<file path="src/include/dnc_sort_config.svh">
// DNC allocation sort configuration
// Widths and vector length shared by the package, RTL and testbench

`ifndef DNC_SORT_CONFIG_SVH
`define DNC_SORT_CONFIG_SVH

// Width of one usage value u(j)
`define DNC_DATA_SIZE 16

// Largest vector length N
`define DNC_MAX_N 8

// Width of an index j and of N
// Must hold the value DNC_MAX_N itself
`define DNC_INDEX_SIZE 4

`endif

</file>
<file path="src/rtl/dnc_sort_pkg.sv">
// DNC allocation sort types
// Element record and the array that moves between the three stages

`default_nettype none

`include "dnc_sort_config.svh"

package dnc_sort_pkg;

  ////////////////////////////////////////////////////////////
  // Element record
  ////////////////////////////////////////////////////////////

  // One slot of the free list
  // valid marks a captured element, unused slots sort last
  // index keeps the original position j through the sort
  typedef struct packed {
    logic                         valid;
    logic [`DNC_DATA_SIZE-1:0]    usage;
    logic [`DNC_INDEX_SIZE-1:0]   index;
  } dnc_elem_t;

  ////////////////////////////////////////////////////////////
  // Sort array
  ////////////////////////////////////////////////////////////

  // Full vector of DNC_MAX_N slots
  // Slot 0 holds phi(0) once sorted
  // Loader fills slots 0 to N-1, the rest stay invalid
  typedef dnc_elem_t [`DNC_MAX_N-1:0] dnc_sort_array_t;

endpackage

`default_nettype wire

</file>
<file path="src/rtl/dnc_sort_loader.sv">
// DNC allocation sort decode stage
// Accepts START, latches the clamped length N and captures the
// streamed usage values u(j) together with their index j

`default_nettype none

`include "dnc_sort_config.svh"

module dnc_sort_loader (
  // Global
  input  wire                             CLK,
  input  wire                             RST,

  // Control
  input  wire                             START,
  input  wire                             U_IN_ENABLE,
  input  wire                             busy,
  output logic                            U_OUT_ENABLE,
  output logic                            load_done,

  // Data
  input  wire  [`DNC_INDEX_SIZE-1:0]      SIZE_N_IN,
  input  wire  [`DNC_DATA_SIZE-1:0]       U_IN,
  output logic [`DNC_INDEX_SIZE-1:0]      size_n,
  output dnc_sort_pkg::dnc_sort_array_t   load_array
);

  import dnc_sort_pkg::*;

  ////////////////////////////////////////////////////////////
  // Signals
  ////////////////////////////////////////////////////////////

  typedef enum logic {
    LOAD_IDLE,
    LOAD_CAPTURE
  } load_state_t;

  load_state_t                  state;

  // Slot written by the next strobe
  logic [`DNC_INDEX_SIZE-1:0]   cap_cnt;

  // N after clamping into 1 to DNC_MAX_N
  logic [`DNC_INDEX_SIZE-1:0]   size_clamped;

  logic                         start_accept;
  logic                         capture_strobe;
  logic                         last_capture;

  ////////////////////////////////////////////////////////////
  // Decode
  ////////////////////////////////////////////////////////////

  // START only counts while nothing is loading or streaming
  assign start_accept   = (state == LOAD_IDLE) && START && !busy;
  assign capture_strobe = (state == LOAD_CAPTURE) && U_IN_ENABLE;
  assign last_capture   = capture_strobe && (cap_cnt == size_n - `DNC_INDEX_SIZE'(1));

  // Zero becomes one, oversize becomes DNC_MAX_N
  always_comb begin
    if (SIZE_N_IN == '0) begin
      size_clamped = `DNC_INDEX_SIZE'(1);
    end else if (SIZE_N_IN > `DNC_INDEX_SIZE'(`DNC_MAX_N)) begin
      size_clamped = `DNC_INDEX_SIZE'(`DNC_MAX_N);
    end else begin
      size_clamped = SIZE_N_IN;
    end
  end

  // Caller may stream while capturing
  assign U_OUT_ENABLE = (state == LOAD_CAPTURE);

  ////////////////////////////////////////////////////////////
  // Control FSM
  ////////////////////////////////////////////////////////////

  always_ff @(posedge CLK or posedge RST) begin
    if (RST) begin
      state     <= LOAD_IDLE;
      cap_cnt   <= '0;
      size_n    <= `DNC_INDEX_SIZE'(1);
      load_done <= 1'b0;
    end else begin
      // Single cycle pulse
      load_done <= 1'b0;

      case (state)
        LOAD_IDLE: begin
          if (start_accept) begin
            size_n  <= size_clamped;
            cap_cnt <= '0;
            state   <= LOAD_CAPTURE;
          end
        end

        LOAD_CAPTURE: begin
          if (last_capture) begin
            // Nth element in, hand over to the sorter
            load_done <= 1'b1;
            state     <= LOAD_IDLE;
          end else if (capture_strobe) begin
            cap_cnt <= cap_cnt + `DNC_INDEX_SIZE'(1);
          end
        end

        default: begin
          state <= LOAD_IDLE;
        end
      endcase
    end
  end

  ////////////////////////////////////////////////////////////
  // Element capture
  ////////////////////////////////////////////////////////////

  // Every slot starts invalid so short vectors sort cleanly
  always_ff @(posedge CLK) begin
    if (start_accept) begin
      load_array <= '0;
    end else if (capture_strobe) begin
      load_array[cap_cnt] <= dnc_elem_t'{valid: 1'b1, usage: U_IN, index: cap_cnt};
    end
  end

endmodule

`default_nettype wire

</file>
<file path="src/rtl/dnc_sort_vector.sv">
// DNC allocation sort execute stage
// Sorts the element array in place with an odd-even transposition
// network, one compare-exchange pass per cycle for DNC_MAX_N passes
// phi(j) = sort(u(j)) with ties broken by lower index

`default_nettype none

`include "dnc_sort_config.svh"

module dnc_sort_vector (
  // Global
  input  wire                             CLK,
  input  wire                             RST,

  // Control
  input  wire                             start,
  output logic                            done,

  // Data
  input  wire dnc_sort_pkg::dnc_sort_array_t data_in,
  output dnc_sort_pkg::dnc_sort_array_t   data_out
);

  import dnc_sort_pkg::*;

  ////////////////////////////////////////////////////////////
  // Signals
  ////////////////////////////////////////////////////////////

  // Working copy sorted in place
  dnc_sort_array_t              work;
  dnc_sort_array_t              work_next;

  // Passes already applied
  logic [`DNC_INDEX_SIZE-1:0]   pass_cnt;
  logic                         running;

  // Odd pairs (1,2),(3,4).. when set and even pairs (0,1),(2,3).. when clear
  logic                         odd_phase;

  logic                         last_pass;

  ////////////////////////////////////////////////////////////
  // Ordering rule
  ////////////////////////////////////////////////////////////

  // True when a must sit before b
  // Valid before invalid
  // Then smaller usage
  // Then smaller index
  function automatic logic ranks_before(input dnc_elem_t a, input dnc_elem_t b);
    logic result;
    if (a.valid != b.valid) begin
      result = a.valid;
    end else if (!a.valid) begin
      // Two empty slots keep their order
      result = 1'b0;
    end else if (a.usage != b.usage) begin
      result = (a.usage < b.usage);
    end else begin
      result = (a.index < b.index);
    end
    return result;
  endfunction

  ////////////////////////////////////////////////////////////
  // Compare-exchange network
  ////////////////////////////////////////////////////////////

  assign odd_phase = pass_cnt[0];

  // One pass of disjoint adjacent pairs
  // Reads only work so pairs never interfere
  always_comb begin
    work_next = work;
    for (int i = 0; i < `DNC_MAX_N - 1; i++) begin
      if (i[0] == odd_phase) begin
        // Swap when the upper slot outranks the lower
        if (ranks_before(work[i+1], work[i])) begin
          work_next[i]   = work[i+1];
          work_next[i+1] = work[i];
        end
      end
    end
  end

  ////////////////////////////////////////////////////////////
  // Pass control
  ////////////////////////////////////////////////////////////

  assign last_pass = (pass_cnt == `DNC_INDEX_SIZE'(`DNC_MAX_N - 1));

  // Load cycle then DNC_MAX_N passes with done rising on the last
  always_ff @(posedge CLK or posedge RST) begin
    if (RST) begin
      running  <= 1'b0;
      pass_cnt <= '0;
      done     <= 1'b0;
    end else begin
      done <= 1'b0;

      if (start) begin
        // A new vector restarts the run
        running  <= 1'b1;
        pass_cnt <= '0;
      end else if (running) begin
        if (last_pass) begin
          running <= 1'b0;
          done    <= 1'b1;
        end else begin
          pass_cnt <= pass_cnt + `DNC_INDEX_SIZE'(1);
        end
      end
    end
  end

  ////////////////////////////////////////////////////////////
  // Working array
  ////////////////////////////////////////////////////////////

  always_ff @(posedge CLK) begin
    if (start) begin
      work <= data_in;
    end else if (running) begin
      work <= work_next;
    end
  end

  // Holds the sorted vector from done until the next start
  assign data_out = work;

endmodule

`default_nettype wire

</file>
<file path="src/rtl/dnc_sort_emitter.sv">
// DNC allocation sort result stage
// Streams the sorted indices as phi, one per cycle, then pulses READY

`default_nettype none

`include "dnc_sort_config.svh"

module dnc_sort_emitter (
  // Global
  input  wire                             CLK,
  input  wire                             RST,

  // Control
  input  wire                             start,
  output logic                            busy,
  output logic                            PHI_OUT_ENABLE,
  output logic                            READY,

  // Data
  input  wire dnc_sort_pkg::dnc_sort_array_t data_in,
  input  wire  [`DNC_INDEX_SIZE-1:0]      size_n,
  output logic [`DNC_INDEX_SIZE-1:0]      PHI_OUT
);

  import dnc_sort_pkg::*;

  ////////////////////////////////////////////////////////////
  // Signals
  ////////////////////////////////////////////////////////////

  // Sorted vector held for the whole stream
  dnc_sort_array_t              phi_q;

  // Slot driven on the next cycle
  logic [`DNC_INDEX_SIZE-1:0]   out_cnt;

  // Streaming or about to start
  assign busy = start | PHI_OUT_ENABLE;

  ////////////////////////////////////////////////////////////
  // Output stream
  ////////////////////////////////////////////////////////////

  always_ff @(posedge CLK or posedge RST) begin
    if (RST) begin
      PHI_OUT_ENABLE <= 1'b0;
      PHI_OUT        <= '0;
      READY          <= 1'b0;
      out_cnt        <= '0;
    end else begin
      READY <= 1'b0;

      if (start) begin
        // phi(0) straight from the sorter
        PHI_OUT_ENABLE <= 1'b1;
        PHI_OUT        <= data_in[0].index;
        out_cnt        <= `DNC_INDEX_SIZE'(1);
      end else if (PHI_OUT_ENABLE) begin
        if (out_cnt == size_n) begin
          // All N out so READY follows
          PHI_OUT_ENABLE <= 1'b0;
          PHI_OUT        <= '0;
          READY          <= 1'b1;
        end else begin
          PHI_OUT <= phi_q[out_cnt].index;
          out_cnt <= out_cnt + `DNC_INDEX_SIZE'(1);
        end
      end
    end
  end

  // Capture the sorted array
  always_ff @(posedge CLK) begin
    if (start) begin
      phi_q <= data_in;
    end
  end

endmodule

`default_nettype wire

</file>
<file path="src/rtl/dnc_sort_top.sv">
// DNC allocation sort top level
// Loader, sorter and emitter in a fixed-latency chain
// Nth usage strobe to first phi takes DNC_MAX_N + 3 cycles

`default_nettype none

`include "dnc_sort_config.svh"

module dnc_sort_top (
  // Global
  input  wire                          CLK,
  input  wire                          RST,

  // Control
  input  wire                          START,
  input  wire                          U_IN_ENABLE,
  output logic                         READY,
  output logic                         U_OUT_ENABLE,
  output logic                         PHI_OUT_ENABLE,

  // Data
  input  wire  [`DNC_INDEX_SIZE-1:0]   SIZE_N_IN,
  input  wire  [`DNC_DATA_SIZE-1:0]    U_IN,
  output logic [`DNC_INDEX_SIZE-1:0]   PHI_OUT
);

  import dnc_sort_pkg::*;

  ////////////////////////////////////////////////////////////
  // Stage links
  ////////////////////////////////////////////////////////////

  // Loader to sorter
  dnc_sort_array_t              load_array;
  logic                         load_done;

  // Sorter to emitter
  dnc_sort_array_t              sort_array;
  logic                         sort_done;

  // Latched N, emitter stream length
  logic [`DNC_INDEX_SIZE-1:0]   size_n;

  // Emitter streaming, blocks START
  logic                         busy;

  ////////////////////////////////////////////////////////////
  // Stages
  ////////////////////////////////////////////////////////////

  // Decode
  dnc_sort_loader loader (
    .CLK          (CLK),
    .RST          (RST),
    .START        (START),
    .U_IN_ENABLE  (U_IN_ENABLE),
    .busy         (busy),
    .U_OUT_ENABLE (U_OUT_ENABLE),
    .load_done    (load_done),
    .SIZE_N_IN    (SIZE_N_IN),
    .U_IN         (U_IN),
    .size_n       (size_n),
    .load_array   (load_array)
  );

  // Execute
  dnc_sort_vector sorter (
    .CLK      (CLK),
    .RST      (RST),
    .start    (load_done),
    .done     (sort_done),
    .data_in  (load_array),
    .data_out (sort_array)
  );

  // Result
  dnc_sort_emitter emitter (
    .CLK            (CLK),
    .RST            (RST),
    .start          (sort_done),
    .busy           (busy),
    .PHI_OUT_ENABLE (PHI_OUT_ENABLE),
    .READY          (READY),
    .data_in        (sort_array),
    .size_n         (size_n),
    .PHI_OUT        (PHI_OUT)
  );

endmodule

`default_nettype wire

</file>
<file path="config.mk">
export PLATFORM = sky130hd
export DESIGN_NAME = dnc_sort_top
export DESIGN_NICKNAME = d
export VERILOG_FILES = /design/src/rtl/dnc_sort_pkg.sv /design/src/rtl/dnc_sort_loader.sv /design/src/rtl/dnc_sort_vector.sv /design/src/rtl/dnc_sort_emitter.sv /design/src/rtl/dnc_sort_top.sv
export VERILOG_INCLUDE_DIRS = /design/src /design/src/include
export SDC_FILE = /design/constraint.sdc
export NUM_CORES = 1
export LEC_CHECK = 0
export ABC_CLOCK_PERIOD_IN_PS = 3700
export BUFFER_PORTS_ARGS = -buffer_cell sky130_fd_sc_hd__buf_4
export CORE_ASPECT_RATIO = 0.5
export CORE_UTILIZATION = 50
export CTS_BUF_LIST = sky130_fd_sc_hd__clkbuf_8
export DETAILED_ROUTE_END_ITERATION = 8
export GPL_TIMING_DRIVEN = 1
export PLACE_DENSITY = 0.66
export SYNTH_ARGS = -nofsm -noshare
export SYNTH_HDL_FRONTEND = slang
export SYNTH_SLANG_ARGS = --single-unit
</file>
<file path="constraint.sdc">
create_clock -name CLK -period 3.7 [get_ports CLK]
set_input_delay 0.37 -clock CLK [delete_from_list [all_inputs] [get_ports CLK]]
set_output_delay 0.37 -clock CLK [all_outputs]
set_load 0.01 [all_outputs]
</file>
# ---- After elaboration in Yosys (flattened, before gate mapping)
# Index checks and enable logic that the tools add are counted.
dict set report classes {
  n_addsub 4
  n_mul 0
  div_mod_pow 0
  order_cmp 18
  n_eq_ne 23
  shifts 0
  n_mux 81
  bitwise 2
  n_reduce_logical 17
}
# cell count
set ops {}
lappend ops {{$mux 42} 14}
lappend ops {{$mux 168} 2}
lappend ops {{$bwmux 168} 1}
lappend ops {{$lt 16x16->1} 7}
lappend ops {{$ne 16x16->1} 7}
lappend ops {{$bmux 21 s3} 1}
lappend ops {{$demux 21 s3} 1}
lappend ops {{$mux 4} 15}
lappend ops {{$mux 1} 44}
lappend ops {{$lt 4x4->1} 7}
lappend ops {{$mux 21} 1}
lappend ops {{$add 4x1->4 const B} 3}
lappend ops {{$ne 2x2->1 const B} 5}
lappend ops {{$reduce_and 3->1} 3}
lappend ops {{$eq 4x4->1} 2}
lappend ops {{$lt 4x4->1 const B} 2}
lappend ops {{$pmux 4 s2} 1}
lappend ops {{$reduce_bool 2->1} 4}
lappend ops {{$ne 1x1->1} 7}
lappend ops {{$reduce_and 2->1} 3}
lappend ops {{$logic_and 1x1->1} 5}
lappend ops {{$eq 4x3->1 const B} 1}
lappend ops {{$ge 4x1->1 const B} 1}
lappend ops {{$gt 4x4->1 const B} 1}
lappend ops {{other kinds (7)} 7}
dict set report word_totals {
  register_bits 530
  latchBits 0
  ram_bits 0
  romBits 0
  in_bits 24
  output_inout_bits 7
  wordCells 228
  mem_count 0
}

# ---- Depth between registers and ports, before layout
dict set report depth {
  depth_word 21
  depth_mapped 11
  mapped_depth_nobuf 9
}

# ---- Hierarchy
# From an unflattened synthesis, not the netlist that was laid out.
dict set report unflattened {
  cells_unflattened 2218
  hier_area_um2 21272.9
}
# mod instances cells_per_inst area_per_inst_um2 seq_area_each_um2
set modules_own_cells {}
lappend modules_own_cells {dnc_sort_vector 1 1357 13115.1 5195.0}
lappend modules_own_cells {dnc_sort_loader 1 761 6443.7 3614.7}
lappend modules_own_cells {dnc_sort_emitter 1 100 1714.1 1211.2}

# ---- Worst setup path before layout
# No wires, ideal clock.
dict set report synth_timing {
  kind {flip-flop to flip-flop}
  from {register sorter.work, in the netlist sorter.data_out[38]}
  to {register sorter.work, in the netlist sorter.data_out[0], enable pin}
  setup_time_ns 0.404
  t_arrival_ns 2.934
  required_ns 3.296
  setup_slack_ns 0.362
  path_stages_with_launch 9
  path_buffers 1
  period_less_slack_ns 3.338
  cell_sequence {edfxtp_1 -> ha_1 -> a211oi_1 -> nor2_1 -> a2111oi_0 -> o31a_1 -> o311ai_2 -> buf_2 -> o21bai_1}
}
dict set report synth_between {
  elab_chain_cells 7
  elab_cells_between_ends 8
  cone_classes {order compare: 1; eq/ne: 1; mux: 4; reduce/logical: 2}
}
# element line_no
set synth_lines {}
lappend synth_lines {{start: declaration} dnc_sort_vector.sv:31} ;# dnc_sort_array_t work;
lappend synth_lines {{start signal: assignment} dnc_sort_vector.sv:123} ;# work <= data_in;
lappend synth_lines {{start signal: assignment} dnc_sort_vector.sv:125} ;# work <= work_next;
lappend synth_lines {{$lt 16x16->1 / $ne 16x16->1 (equally long branches)} {dnc_sort_vector.sv:59, dnc_sort_vector.sv:58}}
lappend synth_lines {{$mux 1 *} dnc_sort_vector.sv:58} ;# end else if (a.usage != b.usage) begin
lappend synth_lines {{$mux 1 *} dnc_sort_vector.sv:55} ;# end else if (!a.valid) begin
lappend synth_lines {{$mux 1 *} dnc_sort_vector.sv:53} ;# if (a.valid != b.valid) begin
lappend synth_lines {{$mux 1 *} dnc_sort_vector.sv:77} ;# if (i[0] == odd_phase) begin
lappend synth_lines {{$reduce_bool 2->1 (no line) *} n/a}
lappend synth_lines {{$reduce_and 3->1 (no line) *} n/a}
# Mark *: on every way between the ends. The rest lies on a longest branch, timed or not. The select of a mux whose other input is x is not followed.
# A chain may end at the register's enable or synchronous reset.

# ---- Worst setup path after layout
dict set report layout_timing {
  from {register sorter.work, in the netlist sorter.data_out[33]}
  to {register sorter.work, in the netlist sorter.data_out[40] (data pin)}
}
dict set report layout_between {
  elab_chain_cells 11
  elab_cells_between_ends 18
  cone_classes {order compare: 2; eq/ne: 2; mux: 14}
}
# element line_no
set layout_lines {}
lappend layout_lines {{$lt 16x16->1 / $ne 16x16->1 (equally long branches)} {dnc_sort_vector.sv:59, dnc_sort_vector.sv:58}}
lappend layout_lines {{$mux 1} dnc_sort_vector.sv:58}
lappend layout_lines {{$mux 1} dnc_sort_vector.sv:55}
lappend layout_lines {{$mux 1} dnc_sort_vector.sv:53}
lappend layout_lines {{$mux 1} dnc_sort_vector.sv:77}
lappend layout_lines {{$mux 42} dnc_sort_vector.sv:79} ;# if (ranks_before(work[i+1], work[i])) begin
lappend layout_lines {{$mux 42} dnc_sort_vector.sv:77}
lappend layout_lines {{$mux 42} dnc_sort_vector.sv:79}
lappend layout_lines {{$mux 42 *} dnc_sort_vector.sv:77}
lappend layout_lines {{$mux 168 *} dnc_sort_vector.sv:124} ;# end else if (running) begin
lappend layout_lines {{$mux 168 *} dnc_sort_vector.sv:122} ;# if (start) begin
# Marks and branches as above.

==> results by group <==
Outcome
  • Status: finished clean

Cells and area
  • Post-route cell area: ~23000 um2
  • Multi-input logic area: between 9000 and 10000 um2
  • Util after Layout: 0.566
  • Layout area overhead: 10.5%
  • Share of cells above drive strength 1: 0.0942
  • Reg area: 10000 um2
  • Final Net Count: roughly 2400
  • Final-layout fill cell count: 3540

Yosys
  • Cells after synthesis: roughly 2200
  • Ranking of synthesized cells by area: edfxtp_1, dfxtp_1, ha_1, mux2i_1, nand2_1
  • Synth cell types: between 60 and 70
  • Top cells by count, synth: nand2_1, inv_1, edfxtp_1
  • Post-synth top area cell: edfxtp_1
  • Most frequent cell after synthesis: nand2_1
  • #FFs+latches synth: roughly 400
  • Post-synth EDFFs: 200
  • Syn Nets: between 2000 and 2500
  • Yosys Warn Count: 0
  • Post-synthesis sequential area ratio: 0.480
  • Post-synthesis instance area: between 20000 and 25000 um2
  • Ys flop type: edfxtp_1
  • Post-synth ARST share: 0.0660
  • Top cell type's share of synthesized area: 0.288
  • Avg Cell Area, Syn: a little under 10 um2

Power and ir drop
  • Pwr/cell area: between 1000 and 1500 nW/um2
  • Clk network pwr share: 0.140
  • Switching share of power: 0.424
  • Register share of total power: 0.379
  • Comb power frac: 0.481
  • Internal: ~14 mW
  • LEAKAGE: approximately 10 nW
  • Switching Power: 10.1 mW
  • VDD IR max: 0.000458 V

Die
  • Die area: ~43000 um2
  • Num rows: 52
  • I/O pin count: 31
  • Horiz. Die Dim: about 290 um
  • Core area: 40800 um2
  • Initial core utilization: 0.512
  • Die height: about 150 um

Setup path
  • Worst Reg2Reg Path Length in Cells: 9
  • Crit-path max cell delay: approximately 0.6 ns
  • CP max FO: 8
  • WP data required: ~4.1 ns
  • Setup CP Type: reg -> reg
  • Worst-path cell chain: ha_1 -> nand4_1 -> nor4_2 -> a2111oi_0 -> o31a_1 -> o311ai_4 -> buf_4 -> mux2i_1 -> a221oi_1
  • Worst EP arrival: around 3.7 ns
  • Kind of cell adding the most delay to the critical path: compound AO/OA/AOI/OAI gates
  • Kind of end point of the critical path: flip-flop
  • CP Depth: 9
  • CP bufs+invs: 1
  • Crit path launch type: flip-flop
  • Slowest cell on crit path: o311ai_4

STA
  • Final setup margin: between 0.3 and 0.4 ns
  • Fin Clk Skew: between 0.015 and 0.02 ns
  • Slew margin rel.: 0.258
  • Minimum clock period: 3.38 ns
  • Final hold vios: 0
  • Slew Limit Fails: 0
  • Worst slew pin tran: 1.11 ns
  • Setup violators final: 0
  • Worst hold margin: 0.0264 ns
  • Setup repair after global routing missed its margin: false
  • Period utilisation layout: 0.915
  • Fmax: ~300 MHz
  • Setup tns final: 0 ns

Drt
  • Remaining antenna violation count after routing: 0
  • DRT Wirelength: approximately 58000 um
  • Drt pass-1 iters: 6
  • # DRC: 0
  • Via/cell ratio: slightly below 6
  • Vias post-DR: between 15000 and 20000
  • DR WL/cell: 20.6 um
  • Number of DRC markers in iteration 0: about 2000

CTS
  • Clock buffer depth: 3
  • H-tree levels: 2
  • Clock sinks: 394
  • CTS tree: done
  • Worst-Skew Late Latency: 0.63 ns
  • CTS buffer count: 58
  • Worst-path clk slew: around 0.070 ns
  • CTS root buf: clkbuf_8
  • Post-CTS setup buffers: 0

Place
  • Post-DP HPWL: 39600 um
  • Worst slack at placement: approximately 0.093 ns
  • Placed inst area: 22000 um2
  • IO Port Bufs: 30
  • GP Congestion: between 0.8 and 0.9

Worst hold path
  • HP Class: in -> async

Global route
  • Final global-route overflow total: 0
  • Number of global-route vias before repair: roughly 16000
  • Largest net degree at the start of global routing: 77
  • First-pass GRT wire length: 90500 um
  • Initial antenna violation count: 0
  • All-layer global routing usage: 0.272

Flow run
  • Max cap viols: 0
[sequential cells by signal (all words and copies together) (netlist names), 4 cells and up]
| signal | flops |
|---|---|
| emitter.PHI_OUT | 4 |
| emitter.out_cnt | 4 |
| emitter.phi_q | 32 |
| loader.cap_cnt | 4 |
| loader.load_array | 168 |
| loader.size_n | 4 |
| sorter.data_out | 168 |
| sorter.pass_cnt | 4 |
[cell usage in the layout, fill, tap and decap left out, drive strengths merged, types with 21 or more instances in the layout]
master	synthesis	routed
mux2i	126	126
inv	279	305
a22o	42	42
dfxtp	168	168
a21oi	191	191
a21o	21	21
nor2	62	62
clkbuf	116	63
buf	26	112
a221oi	86	86
dfrtp	25	25
nand2	328	328
ha	144	144
edfxtp	200	200
nand4	24	24
nor3	106	106
o21ai	34	34
[cells by family after synthesis]
family          share of synthesized area
flops                               0.480
compound gates                      0.154
buf+inv                            0.0794
xor+xnor                          0.00587
mux                                0.0701
simple gates                        0.125
fa+ha+maj                          0.0863
[path summary, 6_finish.rpt]
check	start	endpoint	slack, ns
setup / recovery	sorter.data_out[33]	sorter.data_out[40]	0.32
hold / removal	RST	emitter.PHI_OUT[0]	0.03
setup reg to reg	sorter.data_out[33]	sorter.data_out[40]	0.32
hold reg to reg	loader.load_array[65]	loader.load_array[65]	0.45
max in group asynchronous	RST	loader.load_done	2.86
min in group CLK	U_IN_ENABLE	loader.load_done	0.05
[stage by stage]
stage | total power, mW | cells
floorplan | 16.6 | 2169
global placement | 20.1 | 2679
detailed placement | 20.4 | 2679
CTS | 23.8 | 2791
global route | 25.7 | 2791
finish | 23.9 | 2792
[area by class of cell]
| class | count | share of cell area |
|---|---|---|
| antenna | 1 | 0.000108 |
| clock buffer | 63 | 0.0376 |
| clock inverter | 46 | 0.00813 |
| inverter | 280 | 0.0455 |
| multi-input combinational | 1353 | 0.402 |
| sequential | 394 | 0.434 |
| tap | 540 | 0.0293 |
| timing repair buffer | 115 | 0.0431 |
[power by group through the flow]
stage | Sequential [mW] | Clock, mW | Combinational (mW)
2_1_floorplan | 8.40 | 0 | 8.20
4_1_cts | 8.99 | 3.38 | 11.4
6_report | 9.05 | 3.34 | 11.5
3_5_place_dp | 9.06 | 0 | 11.4
3_3_place_gp | 9.01 | 0 | 11.1
5_1_grt | 9.27 | 3.57 | 12.8
[per-layer routing]
metal | vias to the layer above | share of wire | global-route usage
li1 | 7794 | - | -
met1 | 7895 | 0.49 | 0.426
met2 | 675 | 0.40 | 0.376
met3 | 68 | 0.10 | 0.0652
met4 | 0 | 0.012 | 0.0513
met5 | - | 0 | 0
[what timing repair did]
item                                   in CTS  in global routing
setup endpoints to repair                   0                 16
resized for setup                           0                  1
endpoints found under the hold margin       4                  0
hold buffers                                3                  0
(Power assumes the default switching activity.)
